$ cat src/common/spi_link_defines.svh
`ifndef SPI_LINK_DEFINES_SVH
`define SPI_LINK_DEFINES_SVH

// **************************************************
// spi link sizing
// **************************************************

// width of one spi byte and of each register
`define SPI_DATA_W 8

// sclk rises per frame
// command byte then data byte
`define SPI_FRAME_BITS 16

// flops per pin in the input synchronizer
`define SPI_SYNC_STAGES 2

// registers reachable through the 2-bit address field
`define SPI_NUM_REGS 4

`endif
$ cat src/common/reg_map_pkg.sv
`default_nettype none

`include "spi_link_defines.svh"

// types that describe the register map behind the spi slave
package reg_map_pkg;

    // register address as carried in the command byte
    typedef enum logic [1:0] {
        REG0 = 2'd0,
        REG1 = 2'd1,
        REG2 = 2'd2,
        REG3 = 2'd3
    } reg_addr_t;

    // one-hot write select
    // one bit per register
    typedef logic [`SPI_NUM_REGS-1:0] reg_sel_t;

endpackage

`default_nettype wire

$ cat src/common/spi_frame_pkg.sv
`default_nettype none

`include "spi_link_defines.svh"

// types that describe the serial frame on the wire
package spi_frame_pkg;

    // one byte as shifted in or out
    typedef logic [`SPI_DATA_W-1:0] data_t;

    // position inside a frame
    // needs to hold 0 up to the full frame length
    typedef logic [$clog2(`SPI_FRAME_BITS + 1)-1:0] bit_cnt_t;

    // **************************************************
    // command byte layout, first byte of every frame
    // **************************************************

    // msb first on the wire so wr is the first bit seen
    typedef struct packed {
        // 1 commits the data byte at end of frame
        logic                  wr;
        // bits 6..2 are don't care
        logic [`SPI_DATA_W-4:0] rsvd;
        // register address
        logic [1:0]            addr;
    } cmd_t;

endpackage

`default_nettype wire

$ cat src/rtl/spi_reg_top.sv
`default_nettype none

// spi mode 0 slave with a four register bank behind it
// pins are asynchronous to clk
module spi_reg_top (
    input  logic                 clk,
    input  logic                 rst,
    input  logic                 sclk,
    input  logic                 cs_n,
    input  logic                 mosi,
    output logic                 miso,
    output logic                 frame_done,
    output spi_frame_pkg::data_t reg0_q,
    output spi_frame_pkg::data_t reg1_q,
    output spi_frame_pkg::data_t reg2_q,
    output spi_frame_pkg::data_t reg3_q
);

    // synchronized pin view
    logic sclk_rise;
    logic sclk_fall;
    logic cs_active;
    logic mosi_s;

    // frame events
    logic load_out;
    logic wr_en;

    // byte paths
    spi_frame_pkg::data_t   rx_byte;
    spi_frame_pkg::data_t   rd_data;
    reg_map_pkg::reg_addr_t addr;

    // **************************************************
    // pin front end
    // **************************************************

    spi_pin_sync u_pin_sync (
        .clk       (clk),
        .rst       (rst),
        .sclk      (sclk),
        .cs_n      (cs_n),
        .mosi      (mosi),
        .sclk_rise (sclk_rise),
        .sclk_fall (sclk_fall),
        .cs_active (cs_active),
        .mosi_s    (mosi_s)
    );

    // **************************************************
    // slave datapath and control
    // **************************************************

    spi_shift_in u_shift_in (
        .clk       (clk),
        .rst       (rst),
        .sclk_rise (sclk_rise),
        .mosi_s    (mosi_s),
        .cs_active (cs_active),
        .rx_byte   (rx_byte)
    );

    spi_frame_ctrl u_frame_ctrl (
        .clk        (clk),
        .rst        (rst),
        .sclk_rise  (sclk_rise),
        .cs_active  (cs_active),
        .rx_byte    (rx_byte),
        .load_out   (load_out),
        .wr_en      (wr_en),
        .frame_done (frame_done),
        .addr       (addr)
    );

    // read data is the register value before any write of this frame
    spi_shift_out u_shift_out (
        .clk       (clk),
        .rst       (rst),
        .sclk_fall (sclk_fall),
        .load_out  (load_out),
        .load_byte (rd_data),
        .miso      (miso)
    );

    // one address serves both the read mux and the write decoder
    reg_bank u_reg_bank (
        .clk     (clk),
        .rst     (rst),
        .wr_en   (wr_en),
        .wr_addr (addr),
        .wr_data (rx_byte),
        .rd_addr (addr),
        .rd_data (rd_data),
        .reg0_q  (reg0_q),
        .reg1_q  (reg1_q),
        .reg2_q  (reg2_q),
        .reg3_q  (reg3_q)
    );

endmodule

`default_nettype wire

$ cat src/rtl/reg_bank.sv
`default_nettype none

`include "spi_link_defines.svh"

// four byte registers written through a one-hot select
// all values visible on the outputs at all times
module reg_bank (
    input  logic                   clk,
    input  logic                   rst,
    input  logic                   wr_en,
    input  reg_map_pkg::reg_addr_t wr_addr,
    input  spi_frame_pkg::data_t   wr_data,
    input  reg_map_pkg::reg_addr_t rd_addr,
    output spi_frame_pkg::data_t   rd_data,
    output spi_frame_pkg::data_t   reg0_q,
    output spi_frame_pkg::data_t   reg1_q,
    output spi_frame_pkg::data_t   reg2_q,
    output spi_frame_pkg::data_t   reg3_q
);

    // write select, at most one bit high
    reg_map_pkg::reg_sel_t wr_sel;

    // register storage
    spi_frame_pkg::data_t regs [`SPI_NUM_REGS];

    // **************************************************
    // 2 to 4 write decoder
    // **************************************************

    always_comb begin
        wr_sel = '0;
        if (wr_en) begin
            case (wr_addr)
                reg_map_pkg::REG0: wr_sel = 4'b0001;
                reg_map_pkg::REG1: wr_sel = 4'b0010;
                reg_map_pkg::REG2: wr_sel = 4'b0100;
                reg_map_pkg::REG3: wr_sel = 4'b1000;
                default:           wr_sel = '0;
            endcase
        end
    end

    // registers load on the clk edge that ends the wr_en cycle
    always_ff @(posedge clk or posedge rst) begin
        if (rst) begin
            for (int i = 0; i < `SPI_NUM_REGS; i++) begin
                regs[i] <= '0;
            end
        end else begin
            for (int i = 0; i < `SPI_NUM_REGS; i++) begin
                if (wr_sel[i]) begin
                    regs[i] <= wr_data;
                end
            end
        end
    end

    // read mux feeds the miso shifter
    assign rd_data = regs[rd_addr];

    assign reg0_q = regs[0];
    assign reg1_q = regs[1];
    assign reg2_q = regs[2];
    assign reg3_q = regs[3];

endmodule

`default_nettype wire

$ cat src/spi_slave/spi_frame_ctrl.sv
`default_nettype none

`include "spi_link_defines.svh"

// counts the bits of a frame and issues the frame events
// load at the end of the command byte
// write and done at the end of the data byte
module spi_frame_ctrl (
    input  logic                  clk,
    input  logic                  rst,
    input  logic                  sclk_rise,
    input  logic                  cs_active,
    input  spi_frame_pkg::data_t  rx_byte,
    output logic                  load_out,
    output logic                  wr_en,
    output logic                  frame_done,
    output reg_map_pkg::reg_addr_t addr
);

    // rises seen in this frame
    spi_frame_pkg::bit_cnt_t bit_cnt;

    // command byte of the current or last frame
    spi_frame_pkg::cmd_t cmd_q;

    // rise that belongs to an active frame
    logic rise_ok;

    // this rise completes the command byte
    logic at_cmd;

    // this rise completes the whole frame
    logic at_end;

    assign rise_ok = sclk_rise & cs_active;

    // compare against the count before this rise is added
    assign at_cmd = rise_ok &&
        (bit_cnt == spi_frame_pkg::bit_cnt_t'(`SPI_DATA_W - 1));
    assign at_end = rise_ok &&
        (bit_cnt == spi_frame_pkg::bit_cnt_t'(`SPI_FRAME_BITS - 1));

    // **************************************************
    // bit counter
    // **************************************************

    // stops at the frame length
    // extra rises before cs_n goes high are ignored
    always_ff @(posedge clk or posedge rst) begin
        if (rst) begin
            bit_cnt <= '0;
        end else if (!cs_active) begin
            // an early cs_n rise lands here and drops the frame
            bit_cnt <= '0;
        end else if (sclk_rise &&
                     bit_cnt != spi_frame_pkg::bit_cnt_t'(`SPI_FRAME_BITS)) begin
            bit_cnt <= bit_cnt + 1'b1;
        end
    end

    // command latch
    // rx_byte already carries the 8th bit in this cycle
    always_ff @(posedge clk or posedge rst) begin
        if (rst) begin
            cmd_q <= '0;
        end else if (at_cmd) begin
            cmd_q <= spi_frame_pkg::cmd_t'(rx_byte);
        end
    end

    // **************************************************
    // event pulses
    // **************************************************

    // each is high for one clk, one cycle after its rise
    always_ff @(posedge clk or posedge rst) begin
        if (rst) begin
            load_out   <= 1'b0;
            wr_en      <= 1'b0;
            frame_done <= 1'b0;
        end else begin
            load_out   <= at_cmd;
            frame_done <= at_end;
            // only write commands touch the register bank
            wr_en      <= at_end & cmd_q.wr;
        end
    end

    // address stays put until the next command byte
    // drives the read mux for miso and the write decoder
    assign addr = reg_map_pkg::reg_addr_t'(cmd_q.addr);

endmodule

`default_nettype wire

$ cat src/spi_slave/spi_shift_out.sv
`default_nettype none

`include "spi_link_defines.svh"

// parallel in, serial out
// drives miso msb first for the data byte of a frame
module spi_shift_out (
    input  logic                 clk,
    input  logic                 rst,
    input  logic                 sclk_fall,
    input  logic                 load_out,
    input  spi_frame_pkg::data_t load_byte,
    output logic                 miso
);

    // bits still to go out
    // current bit in the msb
    spi_frame_pkg::data_t shift_q;

    // set by a load
    // keeps the msb on the line across the next sclk fall
    logic hold_msb;

    // **************************************************
    // mode 0 timing
    // **************************************************

    // the load happens right after the 8th rise
    // the 8th fall follows before the master samples bit 8
    // so that fall must not move the msb away
    // falls 9 to 15 then present bits 6 to 0
    // and the 16th fall leaves only zero fill behind

    always_ff @(posedge clk or posedge rst) begin
        if (rst) begin
            hold_msb <= 1'b0;
        end else if (load_out) begin
            hold_msb <= 1'b1;
        end else if (sclk_fall) begin
            hold_msb <= 1'b0;
        end
    end

    always_ff @(posedge clk or posedge rst) begin
        if (rst) begin
            shift_q <= '0;
        end else if (load_out) begin
            shift_q <= load_byte;
        end else if (sclk_fall && !hold_msb) begin
            // zero fill so the line settles low after the byte
            shift_q <= {shift_q[`SPI_DATA_W-2:0], 1'b0};
        end
    end

    // miso follows the register directly
    // one clk after the load or the fall pulse
    assign miso = shift_q[`SPI_DATA_W-1];

endmodule

`default_nettype wire

$ cat src/spi_slave/spi_shift_in.sv
`default_nettype none

`include "spi_link_defines.svh"

// serial in, parallel out
// mosi is sampled on every sclk rise of an active frame
module spi_shift_in (
    input  logic                 clk,
    input  logic                 rst,
    input  logic                 sclk_rise,
    input  logic                 mosi_s,
    input  logic                 cs_active,
    output spi_frame_pkg::data_t rx_byte
);

    // bits shifted so far
    // newest bit sits in the lsb
    spi_frame_pkg::data_t shift_q;

    // the byte as it will be once this rise is taken
    spi_frame_pkg::data_t shift_d;

    // rise that belongs to the current frame
    logic shift_en;

    assign shift_en = sclk_rise & cs_active;

    // msb first on the wire
    // so older bits move up one place
    assign shift_d = {shift_q[`SPI_DATA_W-2:0], mosi_s};

    // **************************************************
    // shift register
    // **************************************************

    always_ff @(posedge clk or posedge rst) begin
        if (rst) begin
            shift_q <= '0;
        end else if (!cs_active) begin
            // start every frame from an empty byte
            shift_q <= '0;
        end else if (shift_en) begin
            shift_q <= shift_d;
        end
    end

    // frame control latches on the very rise that completes a byte
    // so pass the incoming bit straight through in that cycle
    // otherwise the register holds the last full byte
    // which is what the write in the next cycle picks up
    always_comb begin
        if (shift_en) begin
            rx_byte = shift_d;
        end else begin
            rx_byte = shift_q;
        end
    end

endmodule

`default_nettype wire

$ cat src/rtl/spi_pin_sync.sv
`default_nettype none

`include "spi_link_defines.svh"

// brings sclk, cs_n and mosi into the clk domain
// sclk edges come out as single-clk pulses
module spi_pin_sync (
    input  logic clk,
    input  logic rst,
    input  logic sclk,
    input  logic cs_n,
    input  logic mosi,
    output logic sclk_rise,
    output logic sclk_fall,
    output logic cs_active,
    output logic mosi_s
);

    // **************************************************
    // synchronizer chains
    // **************************************************

    // bit 0 takes the raw pin, top bit is the safe copy
    logic [`SPI_SYNC_STAGES-1:0] sclk_sync;
    logic [`SPI_SYNC_STAGES-1:0] cs_n_sync;
    logic [`SPI_SYNC_STAGES-1:0] mosi_sync;

    // synchronized sclk and its value one clk earlier
    logic sclk_s;
    logic sclk_last;

    always_ff @(posedge clk or posedge rst) begin
        if (rst) begin
            sclk_sync <= '0;
            // cs_n idles high so reset it inactive
            cs_n_sync <= '1;
            mosi_sync <= '0;
        end else begin
            sclk_sync <= {sclk_sync[`SPI_SYNC_STAGES-2:0], sclk};
            cs_n_sync <= {cs_n_sync[`SPI_SYNC_STAGES-2:0], cs_n};
            mosi_sync <= {mosi_sync[`SPI_SYNC_STAGES-2:0], mosi};
        end
    end

    assign sclk_s = sclk_sync[`SPI_SYNC_STAGES-1];

    // **************************************************
    // sclk edge detect
    // **************************************************

    // pulses are registered
    // so a pin edge shows up 3 clk later
    always_ff @(posedge clk or posedge rst) begin
        if (rst) begin
            sclk_last <= 1'b0;
            sclk_rise <= 1'b0;
            sclk_fall <= 1'b0;
        end else begin
            sclk_last <= sclk_s;
            sclk_rise <= sclk_s & ~sclk_last;
            sclk_fall <= ~sclk_s & sclk_last;
        end
    end

    // chip select is active low on the pin
    assign cs_active = ~cs_n_sync[`SPI_SYNC_STAGES-1];

    // data level, sampled by the shifter on sclk_rise
    assign mosi_s = mosi_sync[`SPI_SYNC_STAGES-1];

endmodule

`default_nettype wire

$ cat config.mk
export PLATFORM = sky130hd
export DESIGN_NAME = spi_reg_top
export DESIGN_NICKNAME = d
export VERILOG_FILES = /design/src/common/reg_map_pkg.sv /design/src/common/spi_frame_pkg.sv /design/src/rtl/spi_reg_top.sv /design/src/rtl/reg_bank.sv /design/src/spi_slave/spi_frame_ctrl.sv /design/src/spi_slave/spi_shift_out.sv /design/src/spi_slave/spi_shift_in.sv /design/src/rtl/spi_pin_sync.sv
export VERILOG_INCLUDE_DIRS = /design/src /design/src/common
export SDC_FILE = /design/constraint.sdc
export NUM_CORES = 1
export LEC_CHECK = 0
export BUFFER_PORTS_ARGS = -buffer_cell sky130_fd_sc_hd__buf_2
export CORE_ASPECT_RATIO = 1.4
export CORE_UTILIZATION = 61
export DETAILED_ROUTE_END_ITERATION = 12
export HOLD_SLACK_MARGIN = 0.06
export PLACE_DENSITY = 0.87
export SLEW_MARGIN = 20
export SYNTH_ARGS = -nofsm -noshare
export SYNTH_HDL_FRONTEND = slang
export SYNTH_SLANG_ARGS = --single-unit
$ cat constraint.sdc
create_clock -name clk -period 3.4 [get_ports clk]
set_clock_uncertainty 0.1 [all_clocks]
set_input_delay 0.34 -clock clk [delete_from_list [all_inputs] [get_ports clk]]
set_output_delay 0.34 -clock clk [all_outputs]
set_load 0.01 [all_outputs]
======== After elaboration in Yosys (flattened, before gate mapping) ========
Cells that the tools add are included.
cells by class
  mux-type cells .......................... 13
  reduce and logical (&&, ||, !) cells .... 9
  equality and inequality tests ........... 6
  $add $sub $neg .......................... 1
  magnitude comparators ................... 1
  bitwise gates (word level) .............. 8
operator list
  operator             number
  $mux 8               6
  $bmux 8 s2           1
  $pmux 4 s4           1
  $mux 5               2
  $reduce_bool 2->1    3
  $add 5x1->5 const B  1
  $eq 5x3->1 const B   1
  $eq 5x4->1 const B   1
  $ne 5x5->1 const B   1
  $and 1x1->1          4
  $eq 2x2->1 const B   2
  $logic_and 1x1->1    4
  $mux 4               1
  $ge 3x3->1 const B   1
  $not 1->1            3
  $not 2->3            1
  $eq 2x1->1 const B   1
  $logic_not 2->1      1
  $mux 1               2
  $logic_not 1->1      1
storage, ports and cells
  register bits ........................... 69
  input port bits ......................... 5

======== Longest topological paths before layout ========
Gate-level depths: netlist of run 1.
  depth after elaboration ................. 5
  depth in mapped cells ................... 5
  gate-level depth less buffers ........... 5

======== Hierarchy ========
A second synthesis of run 1 with hierarchy kept.
second synthesis, totals
  cell total of the unflattened synthesis .. 212
  area total of the unflattened synthesis .. 3140.5 sq um
modules (own cells, without submodules)
  module          area an instance (sq um)  instances  sequential area each (sq um)  cells each
  reg_bank        1405.1                    1          800.8                         79
  spi_frame_ctrl  530.5                     1          275.3                         46
  spi_shift_out   481.7                     1          225.2                         39
  spi_shift_in    473.0                     1          200.2                         35
  spi_pin_sync    250.2                     1          227.7                         13

======== Least setup slack after synthesis of run 1 ========
Ideal clock, no wire load.
  kind .................................... register -> register
  start ................................... register u_frame_ctrl.bit_cnt[0]
  end ..................................... register u_frame_ctrl.bit_cnt[4]
  arrival time ............................ 1.264 ns
  path buffers ............................ 0
  slack ................................... 1.942 ns
  period minus slack after synthesis ...... 1.458 ns
  stages on the path, launching flop included .. 5
  path through ............................ dfrtp_1 ha_1 and3_1 ha_1 a211oi_1
on the way
  word-level cells in the longest chain between the ends .. 3
  elaborated cells on any way between the ends .. 6
RTL lines
  what                                                RTL line                                    RTL
  from (decl)                                         spi_frame_ctrl.sv:21                        spi_frame_pkg::bit_cnt_t bit_cnt;
  from (signal assigned)                              spi_frame_ctrl.sv:57                        bit_cnt <= bit_cnt + 1'b1;
  $add 5x1->5 / $ne 5x5->1 (equally long branches)    spi_frame_ctrl.sv:57, spi_frame_ctrl.sv:56
  $mux 5 / $logic_and 1x1->1 (equally long branches)  spi_frame_ctrl.sv:55                        end else if (sclk_rise &&
  $mux 5 / $reduce_bool 2->1 (equally long branches)  -
Parallel ways exist; a longest one is shown, timed or not. The select of a mux whose other input is x is not followed.
A chain may end at the register's enable or synchronous reset.

======== Worst setup path after layout of run 1 ========
  start ................................... register u_frame_ctrl.cmd_q (netlist bit u_frame_ctrl.addr[1])
  end ..................................... register u_reg_bank.regs (netlist bit u_reg_bank.reg3_q[6])
on the way
  word-level cells in the longest chain between the ends .. 3
  elaborated cells on any way between the ends .. 6
RTL lines
  what                                RTL line              RTL
  from (decl)                         spi_frame_ctrl.sv:24  spi_frame_pkg::cmd_t cmd_q;
  from (signal assigned)              spi_frame_ctrl.sv:67  cmd_q <= spi_frame_pkg::cmd_t'(rx_byte);
  $eq 2x2->1 (tied with other cells)  reg_bank.sv:34        case (wr_addr)
  $pmux 4 s4 (*)                      reg_bank.sv:34
  $mux 4 (*)                          reg_bank.sv:33        if (wr_en) begin
  to (signal, indexed assignment)     reg_bank.sv:53        regs[i] <= wr_data;
  to (decl)                           reg_bank.sv:25        spi_frame_pkg::data_t regs [`SPI_NUM_REGS];
Mark *: on every way between the ends. The rest lies on a longest branch, timed or not.

==> metrics.md, run 1 <==
| Metric | Value |
|---|---|
| Outcome | finished clean |
| Count of cell types in the netlist | 36 |
| Number of clock sinks seen by CTS | 69 |
| Number of enable flip-flop cells after synthesis | 0 |
| All-layer global routing usage | 26.1% |
| Number of buffers added to fix hold violations after cts | 4 |
| Slew at the pin closest to its max-slew limit | 1.05 ns |
| Critical hold path startpoint | u_pin_sync.sclk_sync[0] |
| Area of the mapped netlist | 2930 um2 |
| Worst setup path startpoint | u_frame_ctrl.addr[1] |
| Number of instances in the synthesized netlist | 250 |
| Via-to-Cell Ratio | 5.54 |
| Required time reported for the critical path endpoint | 3.51 ns |
| Initial antenna violation count | 0 |
| Cell chosen for the clock root | clkbuf_8 |
| Maximum vdd drop | 374 uV |
| Count of max-cap constraint violations | 0 |
| Fraction of layout cells with a size suffix above 1 | 22.9% |
| Syn Nets | 258 |
| Largest net degree at the start of global routing | 32 |
| FF-to-FF path depth | 3 |
| Initial core utilization | 64.0% |
| Violation count after the first detailed-routing iteration | between 50 and 60 |
| Power per standard cell area | between 400 and 500 nW/um2 |
| # port buffers | 38 |
| Hold violation count in the final report | 0 |
| Clock latency of the later-clocked register in the worst-skew pair | 0.35 ns |
| Worst hold path class | reg -> reg |
| Destination of the worst register-to-register timing path | u_reg_bank.reg3_q[6] |
| Maximum operating frequency | 446 MHz |
| Worst setup path class | reg -> reg |
| Share of the clock period used by the worst path after layout | 66.0% |
| Number of diodes added for antenna fixing | 0 |
| Worst setup path end | u_reg_bank.reg3_q[6] |
| CTS Buf Count | 9 |
| Critical-path maximum fanout | 21 |
| Flip-flop and latch count after synthesis | 69 |
| Slew Limit Fails | 0 |
| Leftover overflow at the end of global routing | 0 |
| Startpoint type of the worst setup path | flop |
| Critical path capture point type | flop |
| Endpoints failing setup | 0 |
| Post-layout nets | 300 |
| Post-CTS repair timing setup buffer count | 0 |
| Setup slack at placement | between 1 and 1.5 ns |
| First-pass GRT wire length | 9350 um |
| Post-Syn Area per Cell | 11.7 um2 |
| Sequential share of the synthesized area | 59.1% |
| Vert. Die Dim | 84.0 um |
| Ordered list of cells on the worst path | nand3_1 > nand2_1 > o21ai_1 |
| Shortest clock period the worst path allows after layout | 2.24 ns |
| Final weighted congestion in routability-driven placement | between 0.8 and 0.9 |
| Cts repair resizes | 0 |
| Top library cells by usage in the layout, fill and taps aside | 67 x dfrtp_1, 38 x buf_2, 26 x nand2_1 |
| Number of H-tree levels | 3 |
| Maximum root-to-sink buffer count | 2 |
| Post-detailed-route count of antenna-violating nets | 0 |
| Count of unresolved DRC violations after routing | 0 |
| Number of global-route vias before repair | 1909 |
| Slowest stage cell, crit path | dfrtp_1 |
| Total wirelength of the detailed-routed design | 5780 um |
| Arrival time worst endpoint | ~2.4 ns |
| Horizontal die dimension | slightly above 60 um |
| RSZ-0062 raised after global routing | no |
| Reg clk slew, reported paths | approximately 0.07 ns |
| CTS tree | done |
| Post-synthesis to final-layout area growth | 14.3% |
| Worst path setup slack after routing | roughly 1.2 ns |
| Reported leakage power | ~1.6 nW |
| Share of synthesized registers carrying an async set or reset | 100% |
| DR WL/cell | 16.1 um |
| Number of rows in the core area | 29 |
| Leading cell type in the layout, fill and taps excluded | dfrtp_1 |
| Io pins | 39 |
| Core area | roughly 4600 um2 |
| Slowest cell delay on critical path | 1.04 ns |
| Commonest register cell after synthesis | dfrtp_1 |
| Die area | 5080 um2 |
| Syn. warnings | 0 |
| Worst max-slew margin expressed relative to the limit | between 30% and 40% |
| Startpoint of the worst-slack reg-to-reg timing path | u_frame_ctrl.addr[1] |
| Final hold slack | approximately 0.26 ns |
| Worst setup slack for register-to-register paths | between 1 and 1.5 ns |
| Placed wire-length estimate | 4070 um |
| Total vias in the final route | around 2000 |
| 1st-pass router iterations | 4 |
| Aggregate negative setup slack | 0 ns |
[kinds of logic (layout without fill, tap and decap cells)]
logic type | Yosys count | in the layout | synth area share [%]
and+or+nand+nor | 73 | 73 | 13.5
DFF | 69 | 69 | 59.1
AOI/OAI and AO/OA | 52 | 52 | 11.0
muxes | 29 | 29 | 10.3
buffers and inverters | 23 | 70 | 4.53
adders and majority gates | 3 | 3 | 1.28
xor gates and xnor gates | 1 | 1 | 0.299
[synthesized netlist by cell type, types with 3 or more instances]
cell type	count	share of area, %
and3b_1	7	2.1
ha_1	3	1.3
o21ai_1	23	3.9
inv_1	10	1.3
a211oi_1	9	2.3
a221oi_1	7	2.1
nor2b_1	3	0.64
a21oi_1	8	1.4
mux2_2	3	1.2
buf_6	3	1.2
nand2_1	26	3.3
dfrtp_1	67	57
nand2b_1	3	0.64
buf_2	7	1.2
mux2i_1	24	8.2
nor2_1	22	2.8
[where the power goes]
group	leakage (nW)	total, W	switching, W	internal (W)
clock	0.103	0.000644	0.000290	0.000353
combinational	0.590	0.0000429	0.0000281	0.0000149
sequential	0.942	0.000840	0.00000968	0.000830
total	1.64	0.00153	0.000328	0.00120
[routing by layer]
metal  GRT usage (%)  routed length [um]
met2            41.8                3080
met3            9.61                 197
met4            10.3                 106
met5               0                   0
met1            31.3                2390
[state kept, by name, summed over array words and instances (netlist names), 2 cells and up]
signal	flops
u_reg_bank.reg0_q	8
u_reg_bank.reg1_q	8
u_reg_bank.reg2_q	8
u_reg_bank.reg3_q	8
u_shift_in.shift_q	8
u_shift_out.shift_q	8
u_frame_ctrl.bit_cnt	5
u_frame_ctrl.addr	2
u_pin_sync.cs_n_sync	2
u_pin_sync.mosi_sync	2
u_pin_sync.sclk_sync	2
[through the flow]
step | total power [W] | cell area (um2) | util, % | instances
final | 0.00153 | 3350 | 73.2 | 359
after global routing | 0.00158 | 3350 | 73.2 | 359
after CTS | 0.00154 | 3350 | 73.2 | 359
after detailed placement | 0.000896 | 3110 | 68.1 | 339
after global placement | 0.000894 | 3110 | 68.1 | 339
after floorplan | 0.000883 | 2930 | - | 250
[how the worst min path moves through the flow]
| stage | end | depth (start not counted) |
|---|---|---|
| finish | u_pin_sync.sclk_sync[1] | 0 |
| global route | u_pin_sync.cs_n_sync[1] | 0 |
| CTS | u_pin_sync.sclk_sync[1] | 0 |
| detailed placement | u_pin_sync.sclk_sync[1] | 0 |
| global placement | u_pin_sync.mosi_sync[1] | 0 |
| floorplan | u_pin_sync.mosi_sync[1] | 0 |
[layout make-up]
type,count,area (um2)
clock buffers,11,141
repair buffers,44,245
flip-flops and latches,69,1730
well taps,62,77.6
clock inverters,5,50.0
fillers,343,1230
inverters,10,37.5
multi-input cells,158,1060
[critical path: cells and delay by family (launching register included)]
family / cells / cell delay (ns)
flip-flops: 1 / 1.04
AND/OR/NAND/NOR: 2 / 0.89
AO/OA/AOI/OAI: 1 / 0.08
(Power assumes the default switching activity.)
==> run 2: changes to the inputs <==
Settings changed: CORE_UTILIZATION 61 to 51, PLACE_DENSITY 0.87 to 0.78.
Clock period 3.4 ns to 2.01 ns, I/O delays scaled along.
==> metrics.md, run 2 (synthesis gave the netlist of run 1 again) <==
| Metric | Value |
|---|---|
| Fill count | 414 (+21%) |
| Post-layout nets | 306 (+2.0%) |
| Slowest stage cell, crit path | mux2i_1 |
| Final weighted congestion in routability-driven placement | 0.801 (-5.2%) |
| Shortest clock period the worst path allows after layout | 1.73 ns (-0.509 ns) |
| Count of unresolved DRC violations after routing | 0 (unchanged) |
| Violation count after the first detailed-routing iteration | 57 (+3.6%) |
| Maximum operating frequency | 577 MHz (+29%) |
| Largest net degree at the start of global routing | 45 (+41%) |
| Die area | 6050 um2 (+19%) |
| CTS Buf Count | 9 (unchanged) |
| Post-synthesis to final-layout area growth | 19.4% |
| Horizontal die dimension | 66.0 um (+9.1%) |
| Clock latency of the later-clocked register in the worst-skew pair | 0.34 ns (about the same) |
| Core area | 5530 um2 (+21%) |
| Outcome | finished clean |
| Worst setup slack for register-to-register paths | 0.28 ns (-0.88 ns) |
| Slowest cell delay on critical path | 0.50 ns (-0.54 ns) |
| Maximum vdd drop | 741 uV (+98%) |
| Via-to-Cell Ratio | 5.51 (-0.66%) |
| Worst hold path class | reg -> reg |
| Vert. Die Dim | 91.6 um (+9.1%) |
| Number of H-tree levels | 3 (unchanged) |
| Power per standard cell area | 853 nW/um2 (+87%) |
| Combined area of the multi-input logic cells | 1060 um2 (unchanged) |
| Top library cells by usage in the layout, fill and taps aside | 67 x dfrtp_1, 38 x buf_2, 26 x nand2_1 |
| Placed wire-length estimate | 4260 um (+4.7%) |
| 1st-pass router iterations | 4 (unchanged) |
| Critical path capture point type | flop |
| Post-detailed-route count of antenna-violating nets | 0 (unchanged) |
| Number of clock sinks seen by CTS | 69 (unchanged) |
| Leftover overflow at the end of global routing | 0 (unchanged) |
| Endpoints failing setup | 0 (unchanged) |
| Cts repair resizes | 0 (unchanged) |
| All-layer global routing usage | 22.8% (-3.3 points) |
| # port buffers | 38 (unchanged) |
| Maximum root-to-sink buffer count | 2 (unchanged) |
| Number of diodes added for antenna fixing | 0 (unchanged) |
| Initial core utilization | 53.0% (-11 points) |
| Placed cell count | 351 (+3.5%) |
| Arrival time worst endpoint | 1.84 ns (-0.52 ns) |
| Reported leakage power | 1.70 nW (+3.9%) |
| Aggregate negative setup slack | 0 ns (unchanged) |
| Share of the clock period used by the worst path after layout | 86.3% (+20 points) |
| Number of global-route vias before repair | 2127 (+11%) |
| First-pass GRT wire length | 10100 um (+8.6%) |
| Final standard cell utilization of the core | 63.2% (-9.9 points) |
| Total vias in the final route | 2043 (+2.7%) |
| Required time reported for the critical path endpoint | 2.12 ns (-1.39 ns) |
| Slew Limit Fails | 0 (unchanged) |
| CTS tree | done |
| Startpoint type of the worst setup path | flop |
| Ordered list of cells on the worst path | nor2b_4 > mux2i_1 > o21ai_0 |
| RSZ-0062 raised after global routing | no |
| Footprint of the flip-flops and latches | 1730 um2 (unchanged) |
| Reg clk slew, reported paths | 0.07 ns (about the same) |
| Critical-path maximum fanout | 17 (-19%) |
| Leading cell type in the layout, fill and taps excluded | dfrtp_1 |
| DR WL/cell | 15.9 um (-1.0%) |
| Worst setup path class | reg -> reg |
| Io pins | 39 (unchanged) |
| Total wirelength of the detailed-routed design | 5910 um (+2.3%) |
| Count of max-cap constraint violations | 0 (unchanged) |
| Hold violation count in the final report | 0 (unchanged) |
| Number of rows in the core area | 32 (+10%) |
| Cell chosen for the clock root | clkbuf_8 |
| Worst max-slew margin expressed relative to the limit | 62.6% (+32 points) |
| Slew at the pin closest to its max-slew limit | 0.559 ns (-0.488 ns) |
| Fraction of layout cells with a size suffix above 1 | 24.8% (+1.9 points) |
| Final Non-Filler Cells | 371 (+3.3%) |
| Initial antenna violation count | 0 (unchanged) |
[run 2: changes by cell type in the layout (fill, tap and decap cells not counted), sizes merged]
cell	before	now
clkinvlp	0	1
buf	40	46
clkbuf	11	10
clkinv	4	2
inv	10	9
bufinv	1	4
[run 2: final timing paths]
path | from | endpoint | depth (start not counted)
max in group asynchronous | rst | u_reg_bank.reg2_q[4] | 4
setup reg to reg | u_pin_sync.cs_n_sync[1] | u_reg_bank.reg2_q[0] | 3
min in group asynchronous | rst | u_reg_bank.reg3_q[7] | 3
setup / recovery | u_pin_sync.cs_n_sync[1] | u_reg_bank.reg2_q[0] | 3
hold / removal | u_pin_sync.mosi_sync[0] | u_pin_sync.mosi_sync[1] | 0
hold reg to reg | u_pin_sync.mosi_sync[0] | u_pin_sync.mosi_sync[1] | 0
[run 2: cell type report]
type,instances,share of cell area [%]
tap,68,2.43
multi-input combinational,158,30.5
inverter,10,1.18
clock buffer,10,3.94
timing repair buffer,50,8.66
clock inverter,6,3.83
sequential,69,49.5
[run 2: timing repair]
item / in CTS / in global routing
buffers inserted: 0 / 0
hold buffers: 4 / 0
hold endpoints to repair: 26 / 0
[run 2: metrics by stage]
stage / hold WS (ns) / cell area, um2 / worst slack (ns) / power [W]
finish: 0.250 / 3490 / 0.276 / 0.00298
global route: 0.265 / 3490 / 0.175 / 0.00308
CTS: 0.250 / 3490 / 0.266 / 0.00300
detailed placement: 0.185 / 3180 / 0.278 / 0.00152
global placement: 0.178 / 3180 / 0.339 / 0.00151
floorplan: 0.105 / 2930 / 0.552 / 0.00149
[run 2: critical path: cells and delay by family (launching register included)]
| kind | cells | cell delay [ns] |
|---|---|---|
| AO/OA/AOI/OAI | 1 | 0.16 |
| flip-flops | 1 | 0.46 |
| multiplexers | 1 | 0.50 |
| AND/OR/NAND/NOR | 1 | 0.38 |
[run 2: metal layers]
metal	part of all wire [%]	routed length, um	GRT usage, %
met2	52	3080	37.2
met4	2.7	157	10.3
met5	0	0	0
met3	3.6	212	6.47
met1	42	2460	27.6
[run 2: power breakdown]
group          internal [W]  switching, W   total, W
Combinational     0.0000269     0.0000469  0.0000739
Clock              0.000983      0.000506    0.00149
Sequential          0.00140     0.0000159    0.00142
Total               0.00241      0.000569    0.00298
==> run 3: changes to the inputs <==
Settings changed: CORE_UTILIZATION 51 to 53, CTS_BUF_LIST from default to sky130_fd_sc_hd__clkbuf_8, PLACE_DENSITY 0.78 to 0.8.
==> metrics.md, run 3 (synthesis gave the netlist of run 1 again) <==
| Metric | Value |
|---|---|
| Initial core utilization | 55.9% (+2.9 points) |
| Hold depth | 0 (unchanged) |
| Clock network fraction of design power | 43.7% (-6.2 points) |
| Maximum root-to-sink buffer count | 2 (unchanged) |
| Post-detailed-route count of antenna-violating nets | 0 (unchanged) |
| Critical hold path startpoint | u_pin_sync.cs_n_sync[0] |
| Violation count after the first detailed-routing iteration | 62 (+8.8%) |
| Number of H-tree levels | 3 (unchanged) |
| Initial antenna violation count | 0 (unchanged) |
| Cell Area, Placed | 3170 um2 (-0.31%) |
| Final Non-Filler Cells | 368 (-0.81%) |
| Reg clk slew, reported paths | 0.07 ns (about the same) |
| Footprint of the flip-flops and latches | 1730 um2 (unchanged) |
| Worst hold path class | reg -> reg |
| Largest net degree at the start of global routing | 36 (-20%) |
| Shortest clock period the worst path allows after layout | 1.74 ns (+0.00474 ns) |
| Sequential fraction of design power | 53.4% (+5.8 points) |
| Share of the clock period used by the worst path after layout | 86.5% (+0.24 points) |
| Endpoints failing setup | 0 (unchanged) |
| Worst setup path class | reg -> reg |
| Vert. Die Dim | 89.9 um (-1.9%) |
| Count of unresolved DRC violations after routing | 0 (unchanged) |
| Arrival time worst endpoint | 1.85 ns (about the same) |
| Clock latency of the later-clocked register in the worst-skew pair | 0.35 ns (about the same) |
| FF-to-FF path depth | 3 (unchanged) |
| Slew at the pin closest to its max-slew limit | 0.599 ns (+0.0396 ns) |
| Cts repair resizes | 0 (unchanged) |
| Placed cell count | 348 (-0.85%) |
| Fraction of layout cells with a size suffix above 1 | 24.5% (-0.25 points) |
| Maximum vdd drop | 568 uV (-23%) |
| Total wirelength of the detailed-routed design | 5940 um (+0.59%) |
| Worst setup slack for register-to-register paths | 0.27 ns (about the same) |
| Post-layout nets | 305 (-0.33%) |
| Required time reported for the critical path endpoint | 2.12 ns (about the same) |
| RSZ-0062 raised after global routing | no |
| Critical-path maximum fanout | 17 (unchanged) |
| CTS tree | done |
| Core area | 5240 um2 (-5.2%) |
| Io pins | 39 (unchanged) |
| Total vias in the final route | 1999 (-2.2%) |
| Hold-critical path endpoint | u_pin_sync.cs_n_sync[1] |
| Horizontal die dimension | 64.8 um (-1.8%) |
| Comb power frac | 2.9% (+0.4 points) |
| Startpoint type of the worst setup path | flop |
| All-layer global routing usage | 23.0% (+0.22 points) |
| Maximum operating frequency | 575 MHz (-0.27%) |
| 1st-pass router iterations | 4 (unchanged) |
| Startpoint of the worst-slack reg-to-reg timing path | u_pin_sync.cs_n_sync[1] |
| DR WL/cell | 16.1 um (+1.4%) |
| Switching power total | 0.000558 W (-1.8%) |
| Reported leakage power | 1.67 nW (-1.7%) |
| Critical path capture point type | flop |
| Slowest stage cell, crit path | mux2i_1 |
| Destination of the worst register-to-register timing path | u_reg_bank.reg2_q[0] |
| Count of max-cap constraint violations | 0 (unchanged) |
| Worst max-slew margin expressed relative to the limit | 60.1% (-2.6 points) |
| CTS Buf Count | 9 (unchanged) |
| Top library cells by usage in the layout, fill and taps aside | 67 x dfrtp_1, 38 x buf_2, 26 x nand2_1 |
| Die area | 5830 um2 (-3.7%) |
| Final hold slack | 0.257 ns (+0.00726 ns) |
| Final weighted congestion in routability-driven placement | 0.823 (+2.8%) |
| Sum of buffers and inverters on the critical path | 0 (unchanged) |
| Post-synthesis to final-layout area growth | 17.0% |
| Leading cell type in the layout, fill and taps excluded | dfrtp_1 |
| Leftover overflow at the end of global routing | 0 (unchanged) |
| Number of clock sinks seen by CTS | 69 (unchanged) |
| Aggregate negative setup slack | 0 ns (unchanged) |
| # port buffers | 38 (unchanged) |
| Cell chosen for the clock root | clkbuf_8 |
| Placed wire-length estimate | 4150 um (-2.7%) |
| Combined area of the multi-input logic cells | 1060 um2 (unchanged) |
| Total internal power | 0.00210 W (-13%) |
| Slew Limit Fails | 0 (unchanged) |
| Fill count | 409 (-1.2%) |
| Final standard cell utilization of the core | 65.4% (+2.1 points) |
| Area of all placed cells without fillers | 3420 um2 (-2.0%) |
| Hold violation count in the final report | 0 (unchanged) |
| Via-to-Cell Ratio | 5.43 (-1.4%) |
| First-pass GRT wire length | 9820 um (-3.3%) |
| Slowest cell delay on critical path | 0.49 ns (about the same) |
| Ordered list of cells on the worst path | nor2b_4 > mux2i_1 > o21ai_0 |
| Power per standard cell area | 776 nW/um2 (-9.0%) |
| Number of global-route vias before repair | 1987 (-6.6%) |
| Net switching fraction of the power | 21.0% (+1.9 points) |
| Outcome | finished clean |
| Number of diodes added for antenna fixing | 0 (unchanged) |
| Number of rows in the core area | 31 (-3.1%) |
| Crit-path leading delay family | multiplexers |
run 3: worst max-delay path by stage:
stage | from | to | slack (ns) | depth (start not counted)
CTS | u_pin_sync.cs_n_sync[1] | u_reg_bank.reg2_q[0] | 0.26 | 3
floorplan | u_frame_ctrl.bit_cnt[0] | u_frame_ctrl.bit_cnt[4] | 0.55 | 4
global route | u_pin_sync.cs_n_sync[1] | u_reg_bank.reg2_q[0] | 0.14 | 3
global placement | u_pin_sync.cs_n_sync[1] | u_reg_bank.reg2_q[0] | 0.33 | 3
finish | u_pin_sync.cs_n_sync[1] | u_reg_bank.reg2_q[0] | 0.27 | 3
detailed placement | u_pin_sync.cs_n_sync[1] | u_reg_bank.reg2_q[0] | 0.26 | 3
run 3: layout make-up:
type	instances	area share, %
Clock buffer	12	4.82
Clock inverter	4	1.32
Inverter	10	1.21
Multi-Input combinational cell	158	31.1
Sequential cell	69	50.5
Tap cell	66	2.41
Timing Repair Buffer	49	8.63
run 3: power groups by stage:
| stage | Sequential [W] | Clock, W | Combinational [W] |
|---|---|---|---|
| finish | 0.00142 | 0.00116 | 0.0000775 |
| global route | 0.00142 | 0.00124 | 0.0000900 |
| CTS | 0.00142 | 0.00119 | 0.0000796 |
| detailed placement | 0.00145 | 0 | 0.0000736 |
| global placement | 0.00145 | 0 | 0.0000709 |
| floorplan | 0.00144 | 0 | 0.0000570 |
run 3: through the flow:
step | total power, W | setup slack, ns
2_1_floorplan | 0.00149 | 0.552
3_3_place_gp | 0.00152 | 0.330
3_5_place_dp | 0.00152 | 0.255
4_1_cts | 0.00268 | 0.264
5_1_grt | 0.00275 | 0.141
6_report | 0.00266 | 0.271
run 3: layer usage:
metal | global-route usage [%] | wire length (um) | vias to the layer above
li1 | - | - | 967
met1 | 29.6 | 2570 | 991
met2 | 35.2 | 3070 | 30
met3 | 6.60 | 179 | 11
met4 | 11.5 | 121 | 0
met5 | 0 | 0 | -
run 3: timing repair:
| action | in CTS | in global routing |
|---|---|---|
| hold buffers | 4 | 0 |
| endpoints found under the hold margin | 22 | 0 |
| buffers inserted | 0 | 0 |
